==> src/nibble_cpu_defs.svh <==
`ifndef NIBBLE_CPU_DEFS_SVH
`define NIBBLE_CPU_DEFS_SVH

// Data and address width
`define NC_WORD_W 8

// Instruction width, two per byte
`define NC_INSN_W 4

// First nibble address after start-up, byte 4
`define NC_RESET_PC 8

// General registers loaded at start-up
`define NC_NUM_REGS 4

`endif
==> src/nibble_path_pkg.sv <==
`include "nibble_cpu_defs.svh"

package nibble_path_pkg;

   typedef enum logic [3:0] {
      SEL_ADD, SEL_SUB, SEL_MUL, SEL_NAND,
      SEL_XOR01, SEL_XOR12, SEL_XOR23,
      SEL_C0, SEL_C1, SEL_C2, SEL_C3,
      SEL_PC_HALF, SEL_PC_INC, SEL_R3,
      SEL_R2, SEL_RDATA
   } result_sel_e;

   typedef struct packed {
      result_sel_e sel;
      logic        ir_we;
      logic        pc_we;
      logic        reg_we;
      // Top bit set writes the result, clear writes read data
      logic [2:0]  reg_tgt;
      logic        ale;
      logic        mem_we;
   } ctrl_t;

   typedef struct packed {
      logic [`NC_WORD_W-1:0] addr;
      logic [`NC_WORD_W-1:0] wdata;
      logic                  we;
   } mem_req_t;

endpackage

==> src/nibble_isa_pkg.sv <==
`include "nibble_cpu_defs.svh"

package nibble_isa_pkg;

   typedef enum logic [`NC_INSN_W-1:0] {
      IR_ADD   = 4'b0000,
      IR_SUB   = 4'b0001,
      IR_MUL   = 4'b0010,
      IR_NAND  = 4'b0011,
      IR_SW01  = 4'b0100,
      IR_SW12  = 4'b0101,
      IR_SW23  = 4'b0110,
      IR_BE    = 4'b0111,
      // Stack codes, no-ops in this core
      IR_POPC  = 4'b1000,
      IR_PUSHC = 4'b1001,
      IR_POP   = 4'b1010,
      IR_PUSH  = 4'b1011,
      IR_LDW   = 4'b1100,
      IR_STW   = 4'b1101,
      IR_REF   = 4'b1110,
      IR_INT   = 4'b1111
   } opcode_e;

   typedef enum logic [3:0] {
      LOAD_0, LOAD_1, LOAD_2, LOAD_3, LOAD_4,
      FETCH,
      DECODE,
      EXEC_1, EXEC_2, EXEC_3
   } seq_state_e;

endpackage

==> src/nibble_cpu.sv <==
`timescale 1ns/1ps
`include "nibble_cpu_defs.svh"

module nibble_cpu (
   input  logic                      clk,
   input  logic                      nRst,
   output nibble_path_pkg::mem_req_t mem_req,
   input  logic [`NC_WORD_W-1:0]     mem_rdata
);

   nibble_path_pkg::ctrl_t  ctrl;
   nibble_isa_pkg::opcode_e ir;
   logic                    equal;
   logic [`NC_WORD_W-1:0]   result;
   logic [`NC_WORD_W-1:0]   pc;
   logic [`NC_WORD_W-1:0]   r0;
   logic [`NC_WORD_W-1:0]   r1;
   logic [`NC_WORD_W-1:0]   r2;
   logic [`NC_WORD_W-1:0]   r3;

   control_unit ctrl_i (
      .clk   (clk),
      .nRst  (nRst),
      .ir    (ir),
      .equal (equal),
      .ctrl  (ctrl)
   );

   result_select sel_i (
      .sel    (ctrl.sel),
      .pc     (pc),
      .r0     (r0),
      .r1     (r1),
      .r2     (r2),
      .r3     (r3),
      .rdata  (mem_rdata),
      .result (result),
      .equal  (equal)
   );

   reg_state regs_i (
      .clk     (clk),
      .nRst    (nRst),
      .ctrl    (ctrl),
      .result  (result),
      .rdata   (mem_rdata),
      .mem_req (mem_req),
      .pc      (pc),
      .r0      (r0),
      .r1      (r1),
      .r2      (r2),
      .r3      (r3),
      .ir      (ir)
   );

endmodule

==> src/reg_state.sv <==
`timescale 1ns/1ps
`include "nibble_cpu_defs.svh"

module reg_state (
   input  logic                      clk,
   input  logic                      nRst,
   input  nibble_path_pkg::ctrl_t    ctrl,
   input  logic [`NC_WORD_W-1:0]     result,
   input  logic [`NC_WORD_W-1:0]     rdata,
   output nibble_path_pkg::mem_req_t mem_req,
   output logic [`NC_WORD_W-1:0]     pc,
   output logic [`NC_WORD_W-1:0]     r0,
   output logic [`NC_WORD_W-1:0]     r1,
   output logic [`NC_WORD_W-1:0]     r2,
   output logic [`NC_WORD_W-1:0]     r3,
   output nibble_isa_pkg::opcode_e   ir
);

   logic [`NC_WORD_W-1:0] regs [`NC_NUM_REGS];
   logic [`NC_WORD_W-1:0] addr;
   logic [`NC_INSN_W-1:0] nibble;

   // High nibble executes first
   assign nibble = pc[0] ? rdata[`NC_INSN_W-1:0] : rdata[2*`NC_INSN_W-1:`NC_INSN_W];

   always_ff @(posedge clk or negedge nRst) begin
      if (!nRst) begin
         pc   <= `NC_WORD_W'(`NC_RESET_PC);
         ir   <= nibble_isa_pkg::IR_ADD;
         addr <= '0;
         for (int i = 0; i < `NC_NUM_REGS; i++) begin
            regs[i] <= '0;
         end
      end else begin
         if (ctrl.pc_we) begin
            pc <= result;
         end
         if (ctrl.ir_we) begin
            ir <= nibble_isa_pkg::opcode_e'(nibble);
         end
         if (ctrl.reg_we) begin
            regs[ctrl.reg_tgt[1:0]] <= ctrl.reg_tgt[2] ? result : rdata;
         end
         if (ctrl.ale) begin
            addr <= result;
         end
      end
   end

   assign r0 = regs[0];
   assign r1 = regs[1];
   assign r2 = regs[2];
   assign r3 = regs[3];

   // Read data follows addr combinationally in the memory
   assign mem_req.addr  = addr;
   assign mem_req.wdata = result;
   assign mem_req.we    = ctrl.mem_we;

endmodule

==> src/result_select.sv <==
`timescale 1ns/1ps
`include "nibble_cpu_defs.svh"

module result_select (
   input  nibble_path_pkg::result_sel_e sel,
   input  logic [`NC_WORD_W-1:0]        pc,
   input  logic [`NC_WORD_W-1:0]        r0,
   input  logic [`NC_WORD_W-1:0]        r1,
   input  logic [`NC_WORD_W-1:0]        r2,
   input  logic [`NC_WORD_W-1:0]        r3,
   input  logic [`NC_WORD_W-1:0]        rdata,
   output logic [`NC_WORD_W-1:0]        result,
   output logic                         equal
);

   // Branch condition for BE
   assign equal = (r1 == r2);

   always_comb begin
      case (sel)
         nibble_path_pkg::SEL_ADD:     result = r1 + r2;
         nibble_path_pkg::SEL_SUB:     result = r1 - r2;
         // Low byte of the product only
         nibble_path_pkg::SEL_MUL:     result = r1 * r2;
         nibble_path_pkg::SEL_NAND:    result = ~(r1 & r2);
         nibble_path_pkg::SEL_XOR01:   result = r0 ^ r1;
         nibble_path_pkg::SEL_XOR12:   result = r1 ^ r2;
         nibble_path_pkg::SEL_XOR23:   result = r2 ^ r3;
         nibble_path_pkg::SEL_C0:      result = `NC_WORD_W'(0);
         nibble_path_pkg::SEL_C1:      result = `NC_WORD_W'(1);
         nibble_path_pkg::SEL_C2:      result = `NC_WORD_W'(2);
         nibble_path_pkg::SEL_C3:      result = `NC_WORD_W'(3);
         // Nibble address to byte address
         nibble_path_pkg::SEL_PC_HALF: result = {1'b0, pc[`NC_WORD_W-1:1]};
         nibble_path_pkg::SEL_PC_INC:  result = pc + 1'b1;
         nibble_path_pkg::SEL_R3:      result = r3;
         nibble_path_pkg::SEL_R2:      result = r2;
         nibble_path_pkg::SEL_RDATA:   result = rdata;
         default:                      result = '0;
      endcase
   end

endmodule

==> src/control_unit.sv <==
`timescale 1ns/1ps

module control_unit (
   input  logic                    clk,
   input  logic                    nRst,
   input  nibble_isa_pkg::opcode_e ir,
   input  logic                    equal,
   output nibble_path_pkg::ctrl_t  ctrl
);

   nibble_isa_pkg::seq_state_e state;
   nibble_isa_pkg::seq_state_e state_nxt;

   always_comb begin
      state_nxt = nibble_isa_pkg::FETCH;
      case (state)
         nibble_isa_pkg::LOAD_0: state_nxt = nibble_isa_pkg::LOAD_1;
         nibble_isa_pkg::LOAD_1: state_nxt = nibble_isa_pkg::LOAD_2;
         nibble_isa_pkg::LOAD_2: state_nxt = nibble_isa_pkg::LOAD_3;
         nibble_isa_pkg::LOAD_3: state_nxt = nibble_isa_pkg::LOAD_4;
         nibble_isa_pkg::FETCH:  state_nxt = nibble_isa_pkg::DECODE;
         nibble_isa_pkg::DECODE: state_nxt = nibble_isa_pkg::EXEC_1;
         nibble_isa_pkg::EXEC_1: begin
            if (ir inside {nibble_isa_pkg::IR_SW01, nibble_isa_pkg::IR_SW12,
                           nibble_isa_pkg::IR_SW23, nibble_isa_pkg::IR_LDW,
                           nibble_isa_pkg::IR_STW, nibble_isa_pkg::IR_REF})
               state_nxt = nibble_isa_pkg::EXEC_2;
         end
         nibble_isa_pkg::EXEC_2: begin
            // Only swaps need a third step
            if (ir inside {nibble_isa_pkg::IR_SW01, nibble_isa_pkg::IR_SW12,
                           nibble_isa_pkg::IR_SW23})
               state_nxt = nibble_isa_pkg::EXEC_3;
         end
         default: state_nxt = nibble_isa_pkg::FETCH;
      endcase
   end

   always_ff @(posedge clk or negedge nRst) begin
      if (!nRst) begin
         state <= nibble_isa_pkg::LOAD_0;
      end else begin
         state <= state_nxt;
      end
   end

   always_comb begin
      ctrl         = '0;
      ctrl.sel     = nibble_path_pkg::SEL_C0;
      ctrl.reg_tgt = 3'b100;
      case (state)
         nibble_isa_pkg::LOAD_0: begin
            ctrl.ale = 1'b1;
         end
         nibble_isa_pkg::LOAD_1: begin
            ctrl.sel     = nibble_path_pkg::SEL_C1;
            ctrl.reg_tgt = 3'b000;
            ctrl.reg_we  = 1'b1;
            ctrl.ale     = 1'b1;
         end
         nibble_isa_pkg::LOAD_2: begin
            ctrl.sel     = nibble_path_pkg::SEL_C2;
            ctrl.reg_tgt = 3'b001;
            ctrl.reg_we  = 1'b1;
            ctrl.ale     = 1'b1;
         end
         nibble_isa_pkg::LOAD_3: begin
            ctrl.sel     = nibble_path_pkg::SEL_C3;
            ctrl.reg_tgt = 3'b010;
            ctrl.reg_we  = 1'b1;
            ctrl.ale     = 1'b1;
         end
         nibble_isa_pkg::LOAD_4: begin
            ctrl.sel     = nibble_path_pkg::SEL_PC_HALF;
            ctrl.reg_tgt = 3'b011;
            ctrl.reg_we  = 1'b1;
            ctrl.ale     = 1'b1;
         end
         nibble_isa_pkg::FETCH: begin
            ctrl.sel = nibble_path_pkg::SEL_PC_HALF;
            ctrl.ale = 1'b1;
         end
         nibble_isa_pkg::DECODE: begin
            ctrl.sel   = nibble_path_pkg::SEL_PC_INC;
            ctrl.ir_we = 1'b1;
            ctrl.pc_we = 1'b1;
         end
         nibble_isa_pkg::EXEC_1: begin
            case (ir)
               nibble_isa_pkg::IR_ADD: begin
                  ctrl.sel    = nibble_path_pkg::SEL_ADD;
                  ctrl.reg_we = 1'b1;
               end
               nibble_isa_pkg::IR_SUB: begin
                  ctrl.sel    = nibble_path_pkg::SEL_SUB;
                  ctrl.reg_we = 1'b1;
               end
               nibble_isa_pkg::IR_MUL: begin
                  ctrl.sel    = nibble_path_pkg::SEL_MUL;
                  ctrl.reg_we = 1'b1;
               end
               nibble_isa_pkg::IR_NAND: begin
                  ctrl.sel    = nibble_path_pkg::SEL_NAND;
                  ctrl.reg_we = 1'b1;
               end
               nibble_isa_pkg::IR_SW01: begin
                  ctrl.sel    = nibble_path_pkg::SEL_XOR01;
                  ctrl.reg_we = 1'b1;
               end
               nibble_isa_pkg::IR_SW12: begin
                  ctrl.sel     = nibble_path_pkg::SEL_XOR12;
                  ctrl.reg_tgt = 3'b101;
                  ctrl.reg_we  = 1'b1;
               end
               nibble_isa_pkg::IR_SW23: begin
                  ctrl.sel     = nibble_path_pkg::SEL_XOR23;
                  ctrl.reg_tgt = 3'b110;
                  ctrl.reg_we  = 1'b1;
               end
               nibble_isa_pkg::IR_BE: begin
                  ctrl.sel   = nibble_path_pkg::SEL_R3;
                  ctrl.pc_we = equal;
               end
               nibble_isa_pkg::IR_LDW, nibble_isa_pkg::IR_STW: begin
                  ctrl.sel = nibble_path_pkg::SEL_R3;
                  ctrl.ale = 1'b1;
               end
               nibble_isa_pkg::IR_REF: begin
                  ctrl.ale = 1'b1;
               end
               default: ;
            endcase
         end
         nibble_isa_pkg::EXEC_2: begin
            case (ir)
               nibble_isa_pkg::IR_SW01: begin
                  ctrl.sel     = nibble_path_pkg::SEL_XOR01;
                  ctrl.reg_tgt = 3'b101;
                  ctrl.reg_we  = 1'b1;
               end
               nibble_isa_pkg::IR_SW12: begin
                  ctrl.sel     = nibble_path_pkg::SEL_XOR12;
                  ctrl.reg_tgt = 3'b110;
                  ctrl.reg_we  = 1'b1;
               end
               nibble_isa_pkg::IR_SW23: begin
                  ctrl.sel     = nibble_path_pkg::SEL_XOR23;
                  ctrl.reg_tgt = 3'b111;
                  ctrl.reg_we  = 1'b1;
               end
               nibble_isa_pkg::IR_LDW: begin
                  ctrl.sel     = nibble_path_pkg::SEL_RDATA;
                  ctrl.reg_tgt = 3'b110;
                  ctrl.reg_we  = 1'b1;
               end
               nibble_isa_pkg::IR_STW: begin
                  ctrl.sel    = nibble_path_pkg::SEL_R2;
                  ctrl.mem_we = 1'b1;
               end
               nibble_isa_pkg::IR_REF: begin
                  // Byte 0 straight from the bus into r0
                  ctrl.reg_tgt = 3'b000;
                  ctrl.reg_we  = 1'b1;
               end
               default: ;
            endcase
         end
         nibble_isa_pkg::EXEC_3: begin
            case (ir)
               nibble_isa_pkg::IR_SW01: begin
                  ctrl.sel    = nibble_path_pkg::SEL_XOR01;
                  ctrl.reg_we = 1'b1;
               end
               nibble_isa_pkg::IR_SW12: begin
                  ctrl.sel     = nibble_path_pkg::SEL_XOR12;
                  ctrl.reg_tgt = 3'b101;
                  ctrl.reg_we  = 1'b1;
               end
               nibble_isa_pkg::IR_SW23: begin
                  ctrl.sel     = nibble_path_pkg::SEL_XOR23;
                  ctrl.reg_tgt = 3'b110;
                  ctrl.reg_we  = 1'b1;
               end
               default: ;
            endcase
         end
         default: ;
      endcase
   end

endmodule

==> config.mk <==
export PLATFORM = sky130hd
export DESIGN_NAME = nibble_cpu
export DESIGN_NICKNAME = d
export VERILOG_FILES = /design/src/nibble_path_pkg.sv /design/src/nibble_isa_pkg.sv /design/src/nibble_cpu.sv /design/src/reg_state.sv /design/src/result_select.sv /design/src/control_unit.sv
export VERILOG_INCLUDE_DIRS = /design/src /design/src/src
export SDC_FILE = /design/constraint.sdc
export NUM_CORES = 1
export LEC_CHECK = 0
export ABC_AREA = 0
export BUFFER_PORTS_ARGS = -buffer_cell sky130_fd_sc_hd__buf_4
export CORE_ASPECT_RATIO = 0.75
export CORE_UTILIZATION = 50
export CTS_CLUSTER_SIZE = 10
export DETAILED_ROUTE_END_ITERATION = 6
export PLACE_DENSITY_LB_ADDON = 0.15
export SLEW_MARGIN = 10
export SYNTH_ARGS = -nofsm -noshare
export SYNTH_HDL_FRONTEND = slang
export SYNTH_HIERARCHICAL = 1
export SYNTH_SLANG_ARGS = --single-unit
==> constraint.sdc <==
create_clock -name clk -period 6.1 [get_ports clk]
set_input_delay 1.22 -clock clk [delete_from_list [all_inputs] [get_ports clk]]
set_output_delay 1.22 -clock clk [all_outputs]
set_load 0.03 [all_outputs]
==> results.json <==
{
  "status": "completed",
  "drtPass1Iterations": 5,
  "setup_viol": 0,
  "synth_edf_count": 0,
  "routedWlPerCell_um": 22.6,
  "critPathSlowestCell": "fa_1",
  "synthToLayoutAreaGrowth_pct": 8.88,
  "hold_path_class": "reg -> reg",
  "syn_inst": 601,
  "cts.sinks": 56,
  "end_kind": "output pin",
  "critPathLaunchType": "flip-flop",
  "finalClockSkew_ps": 13.4,
  "die_w_um": 124,
  "async_reset_ff_frac": 1.00,
  "via_per_inst": 6.23,
  "cts_buffer_depth": 2,
  "synthFlopType": "dfrtp_1",
  "cp_top_family": "adder cells",
  "clk_pin_slew_ps": 80,
  "place_congestion": 0.938,
  "drv_slew": 0,
  "core_um2": 10600,
  "regArea_um2": 1410,
  "synthSimpleGateAreaFrac": 0.160,
  "synth_area_leader_cell": "dfrtp_1",
  "synth_area_per_cell_um2": 9.26,
  "drc": 0,
  "slowest_delay_ps": 540,
  "fin_crit_ps": 5930,
  "cts_inserted_buffers": 5,
  "cts_hold_buf": 0,
  "htree_levels": 2,
  "crit_required_ps": 4880,
  "io_pins": 27,
  "antenna_left": 0,
  "die_h_um": 93.4,
  "tightest_slew_ps": 1290,
  "critPathMaxFanout": 4,
  "max_slew_margin": 0.133,
  "synth_compound_area_frac": 0.141,
  "maxCapViolations": 0,
  "tns_ps": 0,
  "path_buf_inv": 5,
  "synthesis.area_um2": 5570,
  "cts_tree": "done",
  "port_buffers": 26,
  "synth.top_cells.by_area": "dfrtp_1 25%, ha_1 7.2%, mux2_2 6.5%",
  "synth_common_cells": "55 x dfrtp_1, 49 x nor2_1, 44 x inv_1, 37 x nand2_1",
  "clockRootBuffer": "clkbuf_16",
  "hold_violations": 0,
  "final_util": 0.574,
  "routed_wl_um": 17000,
  "std_cell_rows": 32,
  "crit_type": "reg -> out",
  "yosysWarnings": 6,
  "yosys_register_bits": 56,
  "synth_top_family_by_area": "multiplexers",
  "grt_max_degree": 57,
  "fin_crit_sh": 0.972,
  "final_area_um2": 6060,
  "nFillCells": 936,
  "ys_types": 73,
  "start_util": 0.527,
  "cpMostUsedCell": "fa_1",
  "synthMostInstantiatedCell": "dfrtp_1",
  "rsz0062_at_grt": "false",
  "synthMuxAreaShare": 0.167,
  "die-area_um2": 11600,
  "cp.arrival_ps": 4710,
  "path_cells": "buf_4 > nand2_1 > fa_1 > fa_1 > inv_1 > fa_1 > inv_1 > fa_1 > inv_1 > ha_1 > xnor2_1 > a221oi_2 > o221ai_1 > a31o_1 > buf_4",
  "grt_pass1_vias": 4612,
  "synth_xor_area_frac": 0.0742,
  "nNetsFinal": 671,
  "via_count": 4690,
  "clock.fmax_mhz": 169,
  "clock_latency_ps": 310,
  "syn_nets": 657,
  "drt_first_iter_violations": 551,
  "post-dp-hpwl_um": 12700,
  "synth_fa_ha_area_frac": 0.122,
  "yosys.area.top_type_share": 0.247,
  "layout-drive-gt1-share": 0.235,
  "dpl_cell_area_um2": 5820,
  "grt_overflow": 0,
  "grtUsageTotal": 0.315,
  "antenna_found_initial": 1,
  "grt_pass1_wl_um": 26800,
  "multiInputGateArea_um2": 3760,
  "synth_seq_area_share": 0.252
}
[cells by family after synthesis]
| kind of cell | Yosys count |
|---|---|
| adders and majority gates | 46 |
| AOI/OAI and AO/OA | 115 |
| buffers and inverters | 92 |
| and+or+nand+nor | 171 |
| muxes | 77 |
| DFF | 56 |
| xor gates and xnor gates | 44 |
[through the flow]
step	setup WS, ps	hold slack [ps]	std cells
after CTS	53.8	516	749
after detailed placement	199	498	737
after global placement	291	496	737
after global routing	18.8	536	752
after floorplan	496	494	601
final	169	518	753
[registers in the layout, summed over array words and instances (netlist names)]
signal	count
regs_i/r2	8
regs_i/r3	8
regs_i/r1	8
regs_i/pc	8
ctrl_i/state	4
regs_i/addr	8
regs_i/r0	8
regs_i/ir	4
[routing by layer]
metal | part of all wire | track usage | vias up
li1 | - | - | 2128
met1 | 0.48 | 0.491 | 2297
met2 | 0.41 | 0.430 | 236
met3 | 0.089 | 0.0701 | 29
met4 | 0.019 | 0.0793 | 0
met5 | 0 | 0 | -
[what timing repair did]
| action | in CTS | in global routing |
|---|---|---|
| pin swaps | 1 | 1 |
| endpoints found under the hold margin | 0 | 0 |
| endpoints found under the setup margin | 1 | 4 |
| resized for setup | 5 | 7 |
| buffers inserted | 4 | 3 |
[cell type report]
type / instances / share of cell area
Timing Repair Buffer: 55 / 0.0681
Clock inverter: 2 / 0.00227
Antenna cell: 1 / 0.000413
Sequential cell: 56 / 0.232
Multi-Input combinational cell: 453 / 0.620
Inverter: 44 / 0.0272
Tap cell: 136 / 0.0281
Clock buffer: 6 / 0.0213
[path summary, 6_finish.rpt]
kind / start / end / slack (ps) / cells after the start
setup / recovery: regs_i/r1[2]$_DFFE_PN0P_ / mem_req[7] / 170 / 15
setup reg to reg: regs_i/r1[2]$_DFFE_PN0P_ / regs_i/r3[7]$_DFFE_PN0P_ / 1050 / 19
max in group asynchronous: nRst / regs_i/r1[2]$_DFFE_PN0P_ / 4610 / 1
hold / removal: regs_i/addr[1]$_DFFE_PN0P_ / regs_i/addr[1]$_DFFE_PN0P_ / 520 / 1
hold reg to reg: regs_i/addr[1]$_DFFE_PN0P_ / regs_i/addr[1]$_DFFE_PN0P_ / 520 / 1
min in group asynchronous: nRst / ctrl_i/state[2]$_DFF_PN0_ / 970 / 1
[cell usage in the layout, fill, tap and decap left out, types with 6 or more instances in the layout]
master	n
buf_4	55
dfrtp_1	51
nor2_1	49
inv_1	44
nand2_1	37
mux2_2	32
a21oi_1	30
ha_1	29
xnor2_1	27
mux2_4	24
mux2i_1	21
nand3_1	15
xor2_1	15
fa_1	14
o21ai_0	12
nor3_1	10
o22ai_1	8
nand3b_1	7
nand2b_1	6
and2_1	6
nor2b_1	6
a211oi_1	6
Power is left out: the tool's default activity adds up to more than one toggle a clock period on the data nets, which glitch-free logic cannot reach.
